**config.mk**
```make
export PLATFORM = sky130hd
export DESIGN_NAME = mcr_input_top
export DESIGN_NICKNAME = d
export VERILOG_FILES = /design/src/source/mcr_input_pkg.sv /design/src/source/player_merge.sv /design/src/source/wheel_spinner.sv /design/src/source/derby_port_builder.sv /design/src/source/mcr_input_top.sv
export VERILOG_INCLUDE_DIRS = /design/src /design/src/source
export SDC_FILE = /design/constraint.sdc
export NUM_CORES = 1
export LEC_CHECK = 0
export ABC_AREA = 0
export BUFFER_PORTS_ARGS = -buffer_cell sky130_fd_sc_hd__buf_2
export CORE_ASPECT_RATIO = 1.75
export CORE_MARGIN = 2
export CORE_UTILIZATION = 48
export DETAILED_ROUTE_END_ITERATION = 10
export HOLD_SLACK_MARGIN = 0.03
export PLACE_DENSITY = 0.86
export SYNTH_ARGS = -nofsm -noshare
export SYNTH_HDL_FRONTEND = slang
export SYNTH_SLANG_ARGS = --single-unit
```
**constraint.sdc**
```tcl
create_clock -name clk_sys -period 3.4 [get_ports clk_sys]
set_clock_uncertainty 0.1 [all_clocks]
set_input_delay 0.34 -clock clk_sys [delete_from_list [all_inputs] [get_ports clk_sys]]
set_output_delay 0.34 -clock clk_sys [all_outputs]
set_load 0.02 [all_outputs]
```
**src/source/mcr_input_defines.svh**
```systemverilog
// Constants for the MCR3 player input front end
// Key codes are matched against ps2_key[7:0] only. The extended-key
// flag in bit 8 is ignored, so extended and plain keys with the same
// code share one state bit.
`ifndef MCR_INPUT_DEFINES_SVH
`define MCR_INPUT_DEFINES_SVH

`define NUM_PLAYERS 4 // Players and wheel spinners
`define WHEEL_BITS 6 // Wheel angle width, wraps modulo 64
`define WHEEL_STEP 1 // Angle change per vsync strobe

// ========================================
// Player 1 keys
`define KEY_UP 8'h75
`define KEY_DOWN 8'h72
`define KEY_LEFT 8'h6B
`define KEY_RIGHT 8'h74
`define KEY_LCTRL 8'h14 // Fire A
`define KEY_LALT 8'h11 // Fire B
`define KEY_F1 8'h05 // Start 1
`define KEY_1 8'h16 // Start 1
`define KEY_ESC 8'h76 // Coin 1
`define KEY_5 8'h2E // Coin 1

// ========================================
// Player 2 keys, coins 2 and 3 feed the shared coin
`define KEY_D 8'h23 // Left
`define KEY_G 8'h34 // Right
`define KEY_A 8'h1C // Fire A
`define KEY_S 8'h1B // Fire B
`define KEY_F2 8'h06 // Start 2
`define KEY_2 8'h1E // Start 2
`define KEY_6 8'h36 // Coin 2
`define KEY_7 8'h3D // Coin 3

// ========================================
// Bit positions in a joystick word
`define JOY_RIGHT 0
`define JOY_LEFT 1
`define JOY_DOWN 2
`define JOY_UP 3
`define JOY_FIRE_A 4
`define JOY_FIRE_B 5
`define JOY_START 8
`define JOY_COIN 9

`endif

```
**src/source/mcr_input_pkg.sv**
```systemverilog
// Types shared by the player input front end
// All control bits are active high here; the port builder inverts
// them for the game's active-low input ports.
package mcr_input_pkg;

	// Joystick word as received from the host, only bits 9:0 carry controls
	typedef logic [15:0] joy_word_t;

	// One player's merged controls
	typedef struct packed {
		logic left;
		logic right;
		logic up;
		logic down;
		logic fire_a;
		logic fire_b;
		logic start;
		logic coin;
	} player_ctl_t;

endpackage

```
**src/source/player_merge.sv**
```systemverilog
// Keyboard event decoder and joystick merge for four players
// A key event is taken whenever ps2_key[10] toggles; the pressed
// flag in bit 9 is stored for the matching key. Only players 1 and 2
// have keys. All coins fold into player 1's coin; the others read 0.
// The joystick merge is combinational.
`timescale 1ns/100ps
`include "mcr_input_defines.svh"

module player_merge
	import mcr_input_pkg::*;
(
	input  logic        clk_sys,
	input  logic        reset,
	input  logic [10:0] ps2_key,
	input  joy_word_t   joy_words [`NUM_PLAYERS],
	output player_ctl_t players [`NUM_PLAYERS]
);

	logic              toggle_q; // Bit 10 one cycle earlier
	logic              key_event;
	logic              key_pressed;
	logic [7:0]        key_code;
	player_ctl_t [1:0] kbd; // Key state of players 1 and 2
	logic              key_coin2;
	logic              key_coin3;

	assign key_event   = ps2_key[10] != toggle_q;
	assign key_pressed = ps2_key[9];
	assign key_code    = ps2_key[7:0];

	function automatic player_ctl_t joy_decode(input joy_word_t w);
		player_ctl_t c;
		c.left   = w[`JOY_LEFT];
		c.right  = w[`JOY_RIGHT];
		c.up     = w[`JOY_UP];
		c.down   = w[`JOY_DOWN];
		c.fire_a = w[`JOY_FIRE_A];
		c.fire_b = w[`JOY_FIRE_B];
		c.start  = w[`JOY_START];
		c.coin   = w[`JOY_COIN];
		return c;
	endfunction

	// ========================================
	// Keyboard state
	always_ff @(posedge clk_sys) begin
		toggle_q <= ps2_key[10]; // Tracks through reset, no event on release
		if (reset) begin
			kbd       <= '0;
			key_coin2 <= 1'b0;
			key_coin3 <= 1'b0;
		end else if (key_event) begin
			case (key_code)
				`KEY_UP:    kbd[0].up     <= key_pressed;
				`KEY_DOWN:  kbd[0].down   <= key_pressed;
				`KEY_LEFT:  kbd[0].left   <= key_pressed;
				`KEY_RIGHT: kbd[0].right  <= key_pressed;
				`KEY_LCTRL: kbd[0].fire_a <= key_pressed;
				`KEY_LALT:  kbd[0].fire_b <= key_pressed;
				`KEY_F1,
				`KEY_1:     kbd[0].start  <= key_pressed;
				`KEY_ESC,
				`KEY_5:     kbd[0].coin   <= key_pressed;
				`KEY_D:     kbd[1].left   <= key_pressed;
				`KEY_G:     kbd[1].right  <= key_pressed;
				`KEY_A:     kbd[1].fire_a <= key_pressed;
				`KEY_S:     kbd[1].fire_b <= key_pressed;
				`KEY_F2,
				`KEY_2:     kbd[1].start  <= key_pressed;
				`KEY_6:     key_coin2     <= key_pressed;
				`KEY_7:     key_coin3     <= key_pressed;
				default: ; // Other keys ignored
			endcase
		end
	end

	// ========================================
	// Keyboard and joystick merge
	always_comb begin
		logic any_joy_coin;
		any_joy_coin = 1'b0;
		for (int i = 0; i < `NUM_PLAYERS; i++) begin
			players[i] = joy_decode(joy_words[i]);
			any_joy_coin = any_joy_coin | players[i].coin;
		end
		players[0] = players[0] | kbd[0];
		players[1] = players[1] | kbd[1];

		// Shared coin on player 1
		players[0].coin = kbd[0].coin | key_coin2 | key_coin3 | any_joy_coin;
		for (int i = 1; i < `NUM_PLAYERS; i++) begin
			players[i].coin = 1'b0;
		end
	end

endmodule

```
**src/source/wheel_spinner.sv**
```systemverilog
// Steering wheel angle for one player
// The strobe is a level; each rising edge moves the angle one step
// when exactly one direction is held. The angle changes two clocks
// after the strobe rises and wraps around at the top and bottom.
`timescale 1ns/100ps
`include "mcr_input_defines.svh"

module wheel_spinner (
	input  logic                   clk_sys,
	input  logic                   reset,
	input  logic                   strobe,
	input  logic                   left,
	input  logic                   right,
	output logic [`WHEEL_BITS-1:0] angle
);

	localparam logic [`WHEEL_BITS-1:0] step = `WHEEL_STEP;

	logic strobe_q;
	logic edge_q; // Registered rising edge of strobe

	always_ff @(posedge clk_sys) begin
		if (reset) begin
			strobe_q <= 1'b0;
			edge_q   <= 1'b0;
		end else begin
			strobe_q <= strobe;
			edge_q   <= strobe & ~strobe_q;
		end
	end

	always_ff @(posedge clk_sys) begin
		if (reset) begin
			angle <= '0;
		end else if (edge_q) begin
			if (right && !left)
				angle <= angle + step; // Clockwise
			else if (left && !right)
				angle <= angle - step;
		end
	end

	// Angle moves only two clocks after strobe rises, reset aside
	a_angle_needs_edge: assert property (
		@(posedge clk_sys) disable iff (reset)
		!$stable(angle) && !$past(reset) && !$past(reset, 3)
			|-> $past(strobe, 2) && !$past(strobe, 3)
	);

endmodule

```
**src/source/derby_port_builder.sv**
```systemverilog
// Demolition Derby input port assembly
// Output port 6 bit 6 routes players 3/4 onto ports 1/2 and bit 7
// routes players 1/2 back; bit 6 wins when both are written.
// All ports but port 3 are active low. Port 3 passes the DIPs as is.
`timescale 1ns/100ps
`include "mcr_input_defines.svh"

module derby_port_builder
	import mcr_input_pkg::*;
(
	input  logic                   clk_sys,
	input  logic                   reset,
	input  player_ctl_t            players [`NUM_PLAYERS],
	input  logic [`WHEEL_BITS-1:0] angles [`NUM_PLAYERS],
	input  logic [7:0]             game_out6,
	input  logic [7:0]             dip_sw,
	input  logic                   dip_service,
	output logic [7:0]             port0,
	output logic [7:0]             port1,
	output logic [7:0]             port2,
	output logic [7:0]             port3,
	output logic [7:0]             port4
);

	logic mux_sel; // 1 selects players 3/4 on the wheel ports

	// Wheel port, angle on top and the two fires below
	function automatic logic [7:0] wheel_port(
		input logic [`WHEEL_BITS-1:0] angle,
		input player_ctl_t           ctl
	);
		return ~{angle, ctl.fire_b, ctl.fire_a};
	endfunction

	always_ff @(posedge clk_sys) begin
		if (reset)
			mux_sel <= 1'b0;
		else if (game_out6[6])
			mux_sel <= 1'b1;
		else if (game_out6[7])
			mux_sel <= 1'b0;
	end

	// ========================================
	// Input ports
	assign port0 = ~{2'b00, dip_service, 1'b0,
		players[1].start, players[0].start, 1'b0, players[0].coin};

	assign port1 = mux_sel ? wheel_port(angles[2], players[2])
		: wheel_port(angles[0], players[0]);
	assign port2 = mux_sel ? wheel_port(angles[3], players[3])
		: wheel_port(angles[1], players[1]);

	assign port3 = dip_sw;

	assign port4 = ~{players[3].fire_b, players[3].fire_a,
		players[2].fire_b, players[2].fire_a,
		players[3].start, players[2].start, 2'b00};

	a_mux_sel_known: assert property (
		@(posedge clk_sys) disable iff (reset)
		!$isunknown(mux_sel)
	);

endmodule

```
**src/source/mcr_input_top.sv**
```systemverilog
// Player input front end for Demolition Derby on MCR3 mono
// Keys reach the ports one clock after the ps2_key toggle; wheel
// steps reach them two clocks after vsync rises. One vsync edge moves
// every wheel by at most one step.
`timescale 1ns/100ps
`include "mcr_input_defines.svh"

module mcr_input_top
	import mcr_input_pkg::*;
(
	input  logic        clk_sys,
	input  logic        reset,
	input  logic [10:0] ps2_key,
	input  joy_word_t   joy_words [`NUM_PLAYERS],
	input  logic        vsync,
	input  logic [7:0]  game_out6,
	input  logic [7:0]  dip_sw,
	input  logic        dip_service,
	output logic [7:0]  port0,
	output logic [7:0]  port1,
	output logic [7:0]  port2,
	output logic [7:0]  port3,
	output logic [7:0]  port4
);

	player_ctl_t            players [`NUM_PLAYERS];
	logic [`WHEEL_BITS-1:0] angles [`NUM_PLAYERS];

	player_merge u_player_merge (
		.clk_sys   (clk_sys),
		.reset     (reset),
		.ps2_key   (ps2_key),
		.joy_words (joy_words),
		.players   (players)
	);

	// One wheel per player, all stepped by vsync
	for (genvar i = 0; i < `NUM_PLAYERS; i++) begin : g_wheel
		wheel_spinner u_wheel_spinner (
			.clk_sys (clk_sys),
			.reset   (reset),
			.strobe  (vsync),
			.left    (players[i].left),
			.right   (players[i].right),
			.angle   (angles[i])
		);
	end

	derby_port_builder u_derby_port_builder (
		.clk_sys     (clk_sys),
		.reset       (reset),
		.players     (players),
		.angles      (angles),
		.game_out6   (game_out6),
		.dip_sw      (dip_sw),
		.dip_service (dip_service),
		.port0       (port0),
		.port1       (port1),
		.port2       (port2),
		.port3       (port3),
		.port4       (port4)
	);

endmodule

```
After elaboration in Yosys (flattened, before gate mapping). Index checks and enable logic that the tools add are counted.

Reduce and logical (&&, ||, !) cells: 43. Eq/ne operators: 19. Mux-type cells: 12. Bitwise operators: 16. Add/subtract/negate cells: 8.

Operators by type and width (number): equality test 8 x 5 -> 1 bit, second input constant (6); two-way mux 6 bit (8); equality test 8 x 6 -> 1 bit, second input constant (5); equality test 8 x 7 -> 1 bit, second input constant (5); inverter 8 bit (5); AND reduction 2 bit (19); adder 6 x 1 -> 6 bit, second input constant (4); subtractor 6 x 1 -> 6 bit, second input constant (4); equality test 8 x 3 -> 1 bit, second input constant (2); two-way mux 8 bit (2); OR 8 bit (2); nonzero test 2 bit (5); logical AND 1 bit (8); logical NOT 1 bit (8); inverter 6 -> 8 bit (1); OR 1 bit (6); OR reduction 2 bit (3); two-way mux 1 bit (2); AND 1 bit (1); != test 1 bit (1); inverter 1 bit (1).

Output and inout port bits: 40. Register bits: 43. Word-level logic and storage cells: 121. Input port bits: 95.

Longest topological paths before layout. Gate-level depths: netlist of run 1.

Word-level depth: 5. Depth in mapped cells: 8. Mapped depth without buffers: 8.

By module. A second synthesis of run 1 with hierarchy kept.

Cell total of the unflattened synthesis: 359. Area total of the unflattened synthesis: 3304.4 um^2.

Modules (own cells, without submodules): player_merge (area an instance 1074.8 um^2, cells an instance 126, times used 1); wheel_spinner at g_wheel[2].u_wheel_spinner ... (area an instance 466.7 um^2, cells an instance 47, times used 2); wheel_spinner at g_wheel[1].u_wheel_spinner (area an instance 466.7 um^2, cells an instance 46, times used 1); wheel_spinner at g_wheel[0].u_wheel_spinner (area an instance 461.7 um^2, cells an instance 46, times used 1); derby_port_builder (area an instance 367.9 um^2, cells an instance 47, times used 1).

Least setup slack after synthesis of run 1. Ideal clock, no wire load.

Path type: input to register. From: in joy_words[32] (netlist name). To: reg g_wheel[1].u_wheel_spinner.angle[5]. Arrival: 2.239 ns. Stages on the path: 8. Path buffers: 0. Slack: 0.941 ns. Library setup time: 0.121 ns. Path through: or2_2 -> ha_1 -> inv_1 -> ha_1 -> and2_1 -> o311a_1 -> a211oi_1 -> mux2_2.

Longest elaborated chain between the ends: 5. Elaborated cells between the ends (all ways): 7. Classes of those cells: mux (1); bitwise (1); reduce/logical (5).

Ends and longest elaborated chain: start, declared (RTL line mcr_input_top.sv:14) `` input joy_word_t joy_words [`NUM_PLAYERS], ``; OR 8 bit (*) (RTL line player_merge.sv:87) `players[1] = players[1] | kbd[1];`; logical NOT 1 bit (RTL line wheel_spinner.sv:38) `else if (left && !right)`; logical AND 1 bit (RTL line wheel_spinner.sv:38); nonzero test 2 bit (no source line); AND reduction 2 bit (no source line); end signal, assigned (RTL line wheel_spinner.sv:37) `angle <= angle + step;`; end signal, assigned (RTL line wheel_spinner.sv:39) `angle <= angle - step;`; end, declared (RTL line wheel_spinner.sv:14) `` output logic [`WHEEL_BITS-1:0] angle ``.

Every way passes the cells marked *; elsewhere a longest branch is shown, timed or not. A chain may end at the register's enable or synchronous reset.

Worst setup path in the final report of run 1.
From: reg u_player_merge.kbd[14] (netlist name). To: reg g_wheel[1].u_wheel_spinner.angle[5].

Longest elaborated chain between the ends: 5. Elaborated cells between the ends (all ways): 7. Classes of those cells: mux (1); bitwise (1); reduce/logical (5).

Ends and longest elaborated chain: start, declared (RTL line player_merge.sv:23) `player_ctl_t [1:0] kbd;`; OR 8 bit (*) (RTL line player_merge.sv:87); logical NOT 1 bit (RTL line wheel_spinner.sv:38); logical AND 1 bit (RTL line wheel_spinner.sv:38); nonzero test 2 bit (no source line); AND reduction 2 bit (no source line).

Marks and branches as above.

==> results_dict.tcl, run 1 <==
set metrics [dict create \
    drtAntennaViolNets 0 \
    synth_top_family_by_area "simple AND/OR/NAND/NOR gates" \
    hold_viol 0 \
    placed_area_mm2 0.00324 \
    rsz0062_at_grt "false" \
    cts-root-buf "clkbuf_8" \
    nets 507 \
    p_clk_share_pct 32.8 \
    synthMuxAreaShare_pct 8.99 \
    htree_num_levels 2 \
    grt_use_met2_pct 37.5 \
    worst_path_most_repeated_cell "ha_1" \
    outcome "finished clean" \
    reg2reg_depth 8 \
    max_slew_margin_pct 32.6 \
    n_antenna_cell 0 \
    hold_path.class "in2reg" \
    vias_per_cell 5.59 \
    p_comb_share_pct 24.4 \
    core_area_mm2 0.00593 \
    postCtsResizedCells 0 \
    power.density_mw_per_mm2 368 \
    critPathRequiredTime_ps 3490 \
    power.switching_uw 361 \
    r2r-end "g_wheel[1].u_wheel_spinner.angle[5]" \
    cts_tree "done" \
    synthXorXnorAreaFrac_pct 4.71 \
    rows 37 \
    grt_use_met1_pct 20.7 \
    report.final.setup_viol 0 \
    chipWidth_um 63.3 \
    synthCells 337 \
    ios 135 \
    die_h_um 108 \
    ys_warn_count 0 \
    maxCapViolations 0 \
    hold_depth 1 \
    synth_edf_count 0 \
    drv_slew 0 \
    drt_iter0_drc 79 \
    critPathKind "reg2reg" \
    r2r_slack_ps 720 \
    clkTransAtPathRegs_ps 80 \
    p_int_uw 873 \
    fin_area_mm2 0.00335 \
    dieArea_mm2 0.00682 \
    worstMarginPinSlew_ps 1010 \
    swShare_pct 29.2 \
    cp.arrival_ps 2770 \
    drc 0 \
    cts_buffers 5 \
    place_congestion 0.873 \
    grt_start_max_net_pins 49 \
    cts_sinks 41 \
    overflow 0 \
    min_to "u_player_merge.toggle_q" \
    synthSimpleGateAreaFrac_pct 24.2 \
    synth-seq-cells 41 \
    rr_startpoint "u_player_merge.kbd[14]" \
    power_uw 1230 \
    setup.worst_path.end_class "flop" \
    port_buffers 65 \
    syn_area_per_cell_um2 8.76 \
    path_max_fanout 6 \
    synth_top_area_cell "dfxtp_1" \
    synth_top_area_share_pct 27.8 \
    path_cells "or2_2 -> ha_1 -> inv_1 -> ha_1 -> and2_1 -> o311a_1 -> a211oi_1 -> mux2_2" \
    crit_path_top_delay_cell "mux2_2" \
    dr.pass1.iters 5 \
    hold_buffers 0 \
    fin_crit_sh_pct 78.8 \
    slowest_delay_ps 370 \
    wl_per_cell_um 13.5 \
    synthFlopType "dfxtp_1" \
    post-cts-setup-buffers 0 \
    layout-drive-gt1-share_pct 21.3 \
    antenna_found_initial 0 \
    fmax_ghz 0.373 \
    gr-max-usage-layer "met2" \
    syn2layout_area_growth_pct 13.6 \
    met3_usage_pct 2.20 \
    synth-async-reset-ratio_pct 0 \
    power_frac_seq_pct 42.7 \
    clk_path_buf_depth 2 \
    ys_types 49 \
    worstHoldStart "ps2_key[10]" \
    start_util_pct 49.8 \
    routed_wl_um 6320 \
    irDropWorstVdd_uv 233 \
    clock_latency_ps 300 \
    synth-compound-area-share_pct 15.7 \
    hpwl_um 4750 \
    crit_family "compound AO/OA/AOI/OAI gates" \
    syn_area_mm2 0.00295 \
    worstSetupStartpointType "flop" \
    tns_ps 0 \
    synth-seq-area-share_pct 27.8 \
    grt_pass1_vias 2513 \
    synth-adder-area-share_pct 11.2 \
    p_leak_uw 0.00152 \
    grt_pass1_wl_um 10900 \
    vias 2610 \
    finalCriticalPeriod_ps 2680 \
    synth_area_leaders "dfxtp_1 (28%), ha_1 (8.5%), mux2i_1 (7.5%)" \
    path_buf_inv 1 \
    instances_no_fill 467 \
    place_inst 459 \
    grt_usage_pct 19.3 \
]
## cell usage in the layout (no fill, tap or decap), types with 13 or more instances in the layout
cell     synthesis  routed
buf_2            2      65
nor2_1          33      33
mux2i_1         22      22
nand2_1         13      13
a21oi_1         23      23
dfxtp_1         41      41
inv_1           15      15
ha_1            20      20
## cells by family after synthesis
family	Yosys count
mux	26
compound gates	69
xor+xnor	15
simple gates	120
buf+inv	41
fa+ha+maj	24
flops	41
other cells	1
## flip-flops by register name, indices dropped and copies added (netlist names)
signal	cells
u_derby_port_builder.mux_sel	1
g_wheel.u_wheel_spinner.strobe_q	1
g_wheel.u_wheel_spinner.edge_q	1
u_player_merge.key_coin2	1
u_player_merge.kbd	11
g_wheel.u_wheel_spinner.angle	24
u_player_merge.toggle_q	1
u_player_merge.key_coin3	1
## per-stage QoR
step / utilization [%] / setup WS, ps / hold WS, ps
detailed placement: 54.6 / 644 / 283
floorplan: - / 941 / 267
global placement: 54.6 / 702 / 273
CTS: 56.6 / 758 / 113
global route: 56.6 / 616 / 114
finish: 56.6 / 720 / 120
## cell type report
type	instances	area, um^2
repair buffers	65	325
flip-flops and latches	41	821
clock inverters	1	30.0
well taps	78	97.6
clock buffers	7	86.3
inverters	15	56.3
fillers	568	2570
multi-input cells	260	1940
## metal layers
layer  wire (um)  up-vias
li1            -     1293
met2        3440       69
met4         136        0
met5           0        -
met1        2510     1233
met3         238       15
## how the worst max path moves through the flow
stage	startpoint	to	cells past startpoint	slack (ps)
global placement	joy_words[32]	g_wheel[1].u_wheel_spinner.angle[5]	9	700
CTS	u_player_merge.kbd[14]	g_wheel[1].u_wheel_spinner.angle[5]	8	760
global route	u_player_merge.kbd[14]	g_wheel[1].u_wheel_spinner.angle[5]	8	620
detailed placement	joy_words[32]	g_wheel[1].u_wheel_spinner.angle[5]	9	640
finish	u_player_merge.kbd[14]	g_wheel[1].u_wheel_spinner.angle[5]	8	720
floorplan	joy_words[32]	g_wheel[1].u_wheel_spinner.angle[5]	8	940
## cells in the mapped netlist, drive strengths merged (8+ instances only)
master   n
inv     15
nand2   13
nand2b  10
dfxtp   41
nor2b    9
mux2i   22
a211o    8
buf     19
a21oi   23
a21o     8
ha      20
nor2    33
a211oi  10
xnor2   10
## power groups by stage
stage	registers, uW	logic, uW	clock network, uW
6_report	527	302	405
5_1_grt	532	335	437
4_1_cts	527	300	415
3_5_place_dp	538	298	0
3_3_place_gp	537	286	0
2_1_floorplan	527	245	0
Note: power is estimated with default switching activity, not from simulation.
==> inputs of run 2 (changes only) <==
Settings changed: CORE_UTILIZATION 48 to 43, PLACE_DENSITY 0.86 to 0.81.
Clock period 3.4 ns to 2.4 ns, I/O delays scaled along.
==> run 2 against run 1 <==
Clock power is 110% higher. Setup slack worse by 650 ps. Non-clock buffer count is 15 higher. Via count is 2.8% higher. First-iteration DRC count is 29% higher. Core utilization is 3.1 points lower. Hold slack worse by 51 ps. Die area is 11% higher. Critical path type unchanged. Largest power group is now the clock network.
==> results_dict.tcl, run 2 (synthesis gave the netlist of run 1 again) <==
set metrics [dict create \
    ios 135 \
    clk_path_buf_depth 2 \
    power.density_mw_per_mm2 575 \
    grt_pass1_vias 2615 \
    wl_per_cell_um 13.9 \
    rr_startpoint "u_player_merge.kbd[14]" \
    hold_viol 0 \
    grt_start_max_net_pins 43 \
    drt_iter0_drc 102 \
    startpoint "u_player_merge.kbd[14]" \
    n_antenna_cell 0 \
    mostFrequentLayoutCells "buf_2 (65), dfxtp_1 (41), nor2_1 (33)" \
    core_area_mm2 0.00676 \
    clock_latency_ps 280 \
    syn2layout_area_growth_pct 22.4 \
    routed_wl_um 6760 \
    dr.pass1.iters 4 \
    hpwl_um 5130 \
    p_clk_share_pct 41.4 \
    start_util_pct 43.7 \
    top_register "g_wheel.u_wheel_spinner.angle" \
    cts_tree "done" \
    setup.worst_path.end_class "flop" \
    p_int_uw 1520 \
    worstSetupStartpointType "flop" \
    worstMarginPinSlew_ps 718 \
    report.final.setup_viol 0 \
    cts_sinks 41 \
    post-cts-setup-buffers 0 \
    overflow 0 \
    port_buffers 65 \
    vias_per_cell 5.50 \
    power_frac_seq_pct 35.8 \
    path_cells "or2_2 -> ha_4 -> inv_4 -> ha_1 -> a211o_1 -> nor3b_1 -> a211oi_2 -> mux2_4" \
    drc 0 \
    cts_buffers 5 \
    grt_usage_pct 18.5 \
    irDropWorstVdd_uv 380 \
    clkTransAtPathRegs_ps 60 \
    layout_commonest_cell "buf_2" \
    worstHoldStart "game_out6[6]" \
    critPathRequiredTime_ps 2470 \
    htree_num_levels 2 \
    rows 40 \
    maxCapViolations 0 \
    top_regs "g_wheel.u_wheel_spinner.angle (24), u_player_merge.kbd (11)" \
    chipWidth_um 66.6 \
    place_inst 479 \
    antenna_found_initial 0 \
    path_max_fanout 5 \
    layout-drive-gt1-share_pct 26.2 \
    p_leak_uw 0.00163 \
    vias 2683 \
    instances_no_fill 488 \
    crit_family "compound AO/OA/AOI/OAI gates" \
    path_buf_inv 1 \
    max_slew_margin_pct 52.1 \
    hold_path.class "in2reg" \
    grt_pass1_wl_um 11100 \
    dieArea_mm2 0.00757 \
    critPathKind "reg2reg" \
    power.switching_uw 555 \
    fin_crit_sh_pct 97.1 \
    drtAntennaViolNets 0 \
    cp.arrival_ps 2400 \
    nets 522 \
    place_congestion 0.857 \
    swShare_pct 26.7 \
    whs_ps 68.8 \
    finalCriticalPeriod_ps 2330 \
    die_h_um 114 \
    outcome "finished clean" \
    largest_register_ff_count 24 \
    p_comb_share_pct 22.8 \
    slowest_delay_ps 320 \
    drv_slew 0 \
    cts-root-buf "clkbuf_16" \
    crit_path_top_delay_cell "or2_2" \
    fmax_ghz 0.429 \
]
run 2: cell types whose count changed in the layout (fill, tap and decap cells not counted), moves of 3 or more:
cell	previous run	this run
buf_4	0	14
clkbuf_16	0	5
clkbuf_8	6	0
ha_1	20	17
ha_4	0	3
run 2: repair_timing:
| item | in CTS | in global routing |
|---|---|---|
| endpoints found under the setup margin | 2 | 3 |
| gates cloned | 0 | 0 |
| pin swaps | 0 | 3 |
| hold buffers | 1 | 0 |
| hold endpoints to repair | 1 | 0 |
| gates resized for setup | 2 | 12 |
run 2: stage by stage:
stage | total power [uW] | setup TNS, ps | worst slack, ps | cell area [um^2] | util (%)
3_5_place_dp | 1210 | -45.1 | -45.1 | 3350 | 49.6
6_report | 2080 | 0 | 70.3 | 3610 | 53.5
3_3_place_gp | 1190 | -28.2 | -28.2 | 3350 | 49.6
2_1_floorplan | 1090 | 0 | 30.8 | 2970 | -
5_1_grt | 2180 | -24.9 | -24.9 | 3610 | 53.5
4_1_cts | 2070 | 0 | 16.6 | 3560 | 52.7
run 2: power by group through the flow:
stage | Clock, uW | Combinational (uW) | Sequential, uW
finish | 860 | 473 | 743
global route | 909 | 522 | 748
CTS | 872 | 458 | 743
detailed placement | 0 | 450 | 758
global placement | 0 | 433 | 755
floorplan | 0 | 347 | 746
run 2: layout make-up:
type                            count  area, um^2
Clock inverter                      3        65.1
Tap cell                           84         105
Inverter                           15        61.3
Timing Repair Buffer               80         440
Sequential cell                    41         821
Multi-Input combinational cell    260        1990
Clock buffer                        5         125
Fill cell                         622        3140
run 2: final timing paths:
path / endpoint / slack, ps / cells past startpoint
worst max register to register: g_wheel[1].u_wheel_spinner.angle[5] / 70 / 8
worst min-delay path: u_derby_port_builder.mux_sel / 70 / 3
worst min register to register: g_wheel[3].u_wheel_spinner.edge_q / 280 / 1
worst max-delay path: g_wheel[1].u_wheel_spinner.angle[5] / 70 / 8
run 2: metal layers:
layer  part of all wire [%]  vias up  wire length [um]  GRT usage (%)
met5                      0        -                 0              0
met4                    1.9        0               131           7.76
met3                    4.5       12               302           2.86
met2                     56       72              3790           35.3
met1                     38     1270              2540           19.1
li1                       -     1329                 -              -
run 2: tightest hold or removal path, cell delays in order:
cell,delay (ps)
buf_2,70
a21oi_1,30
nor2_1,70
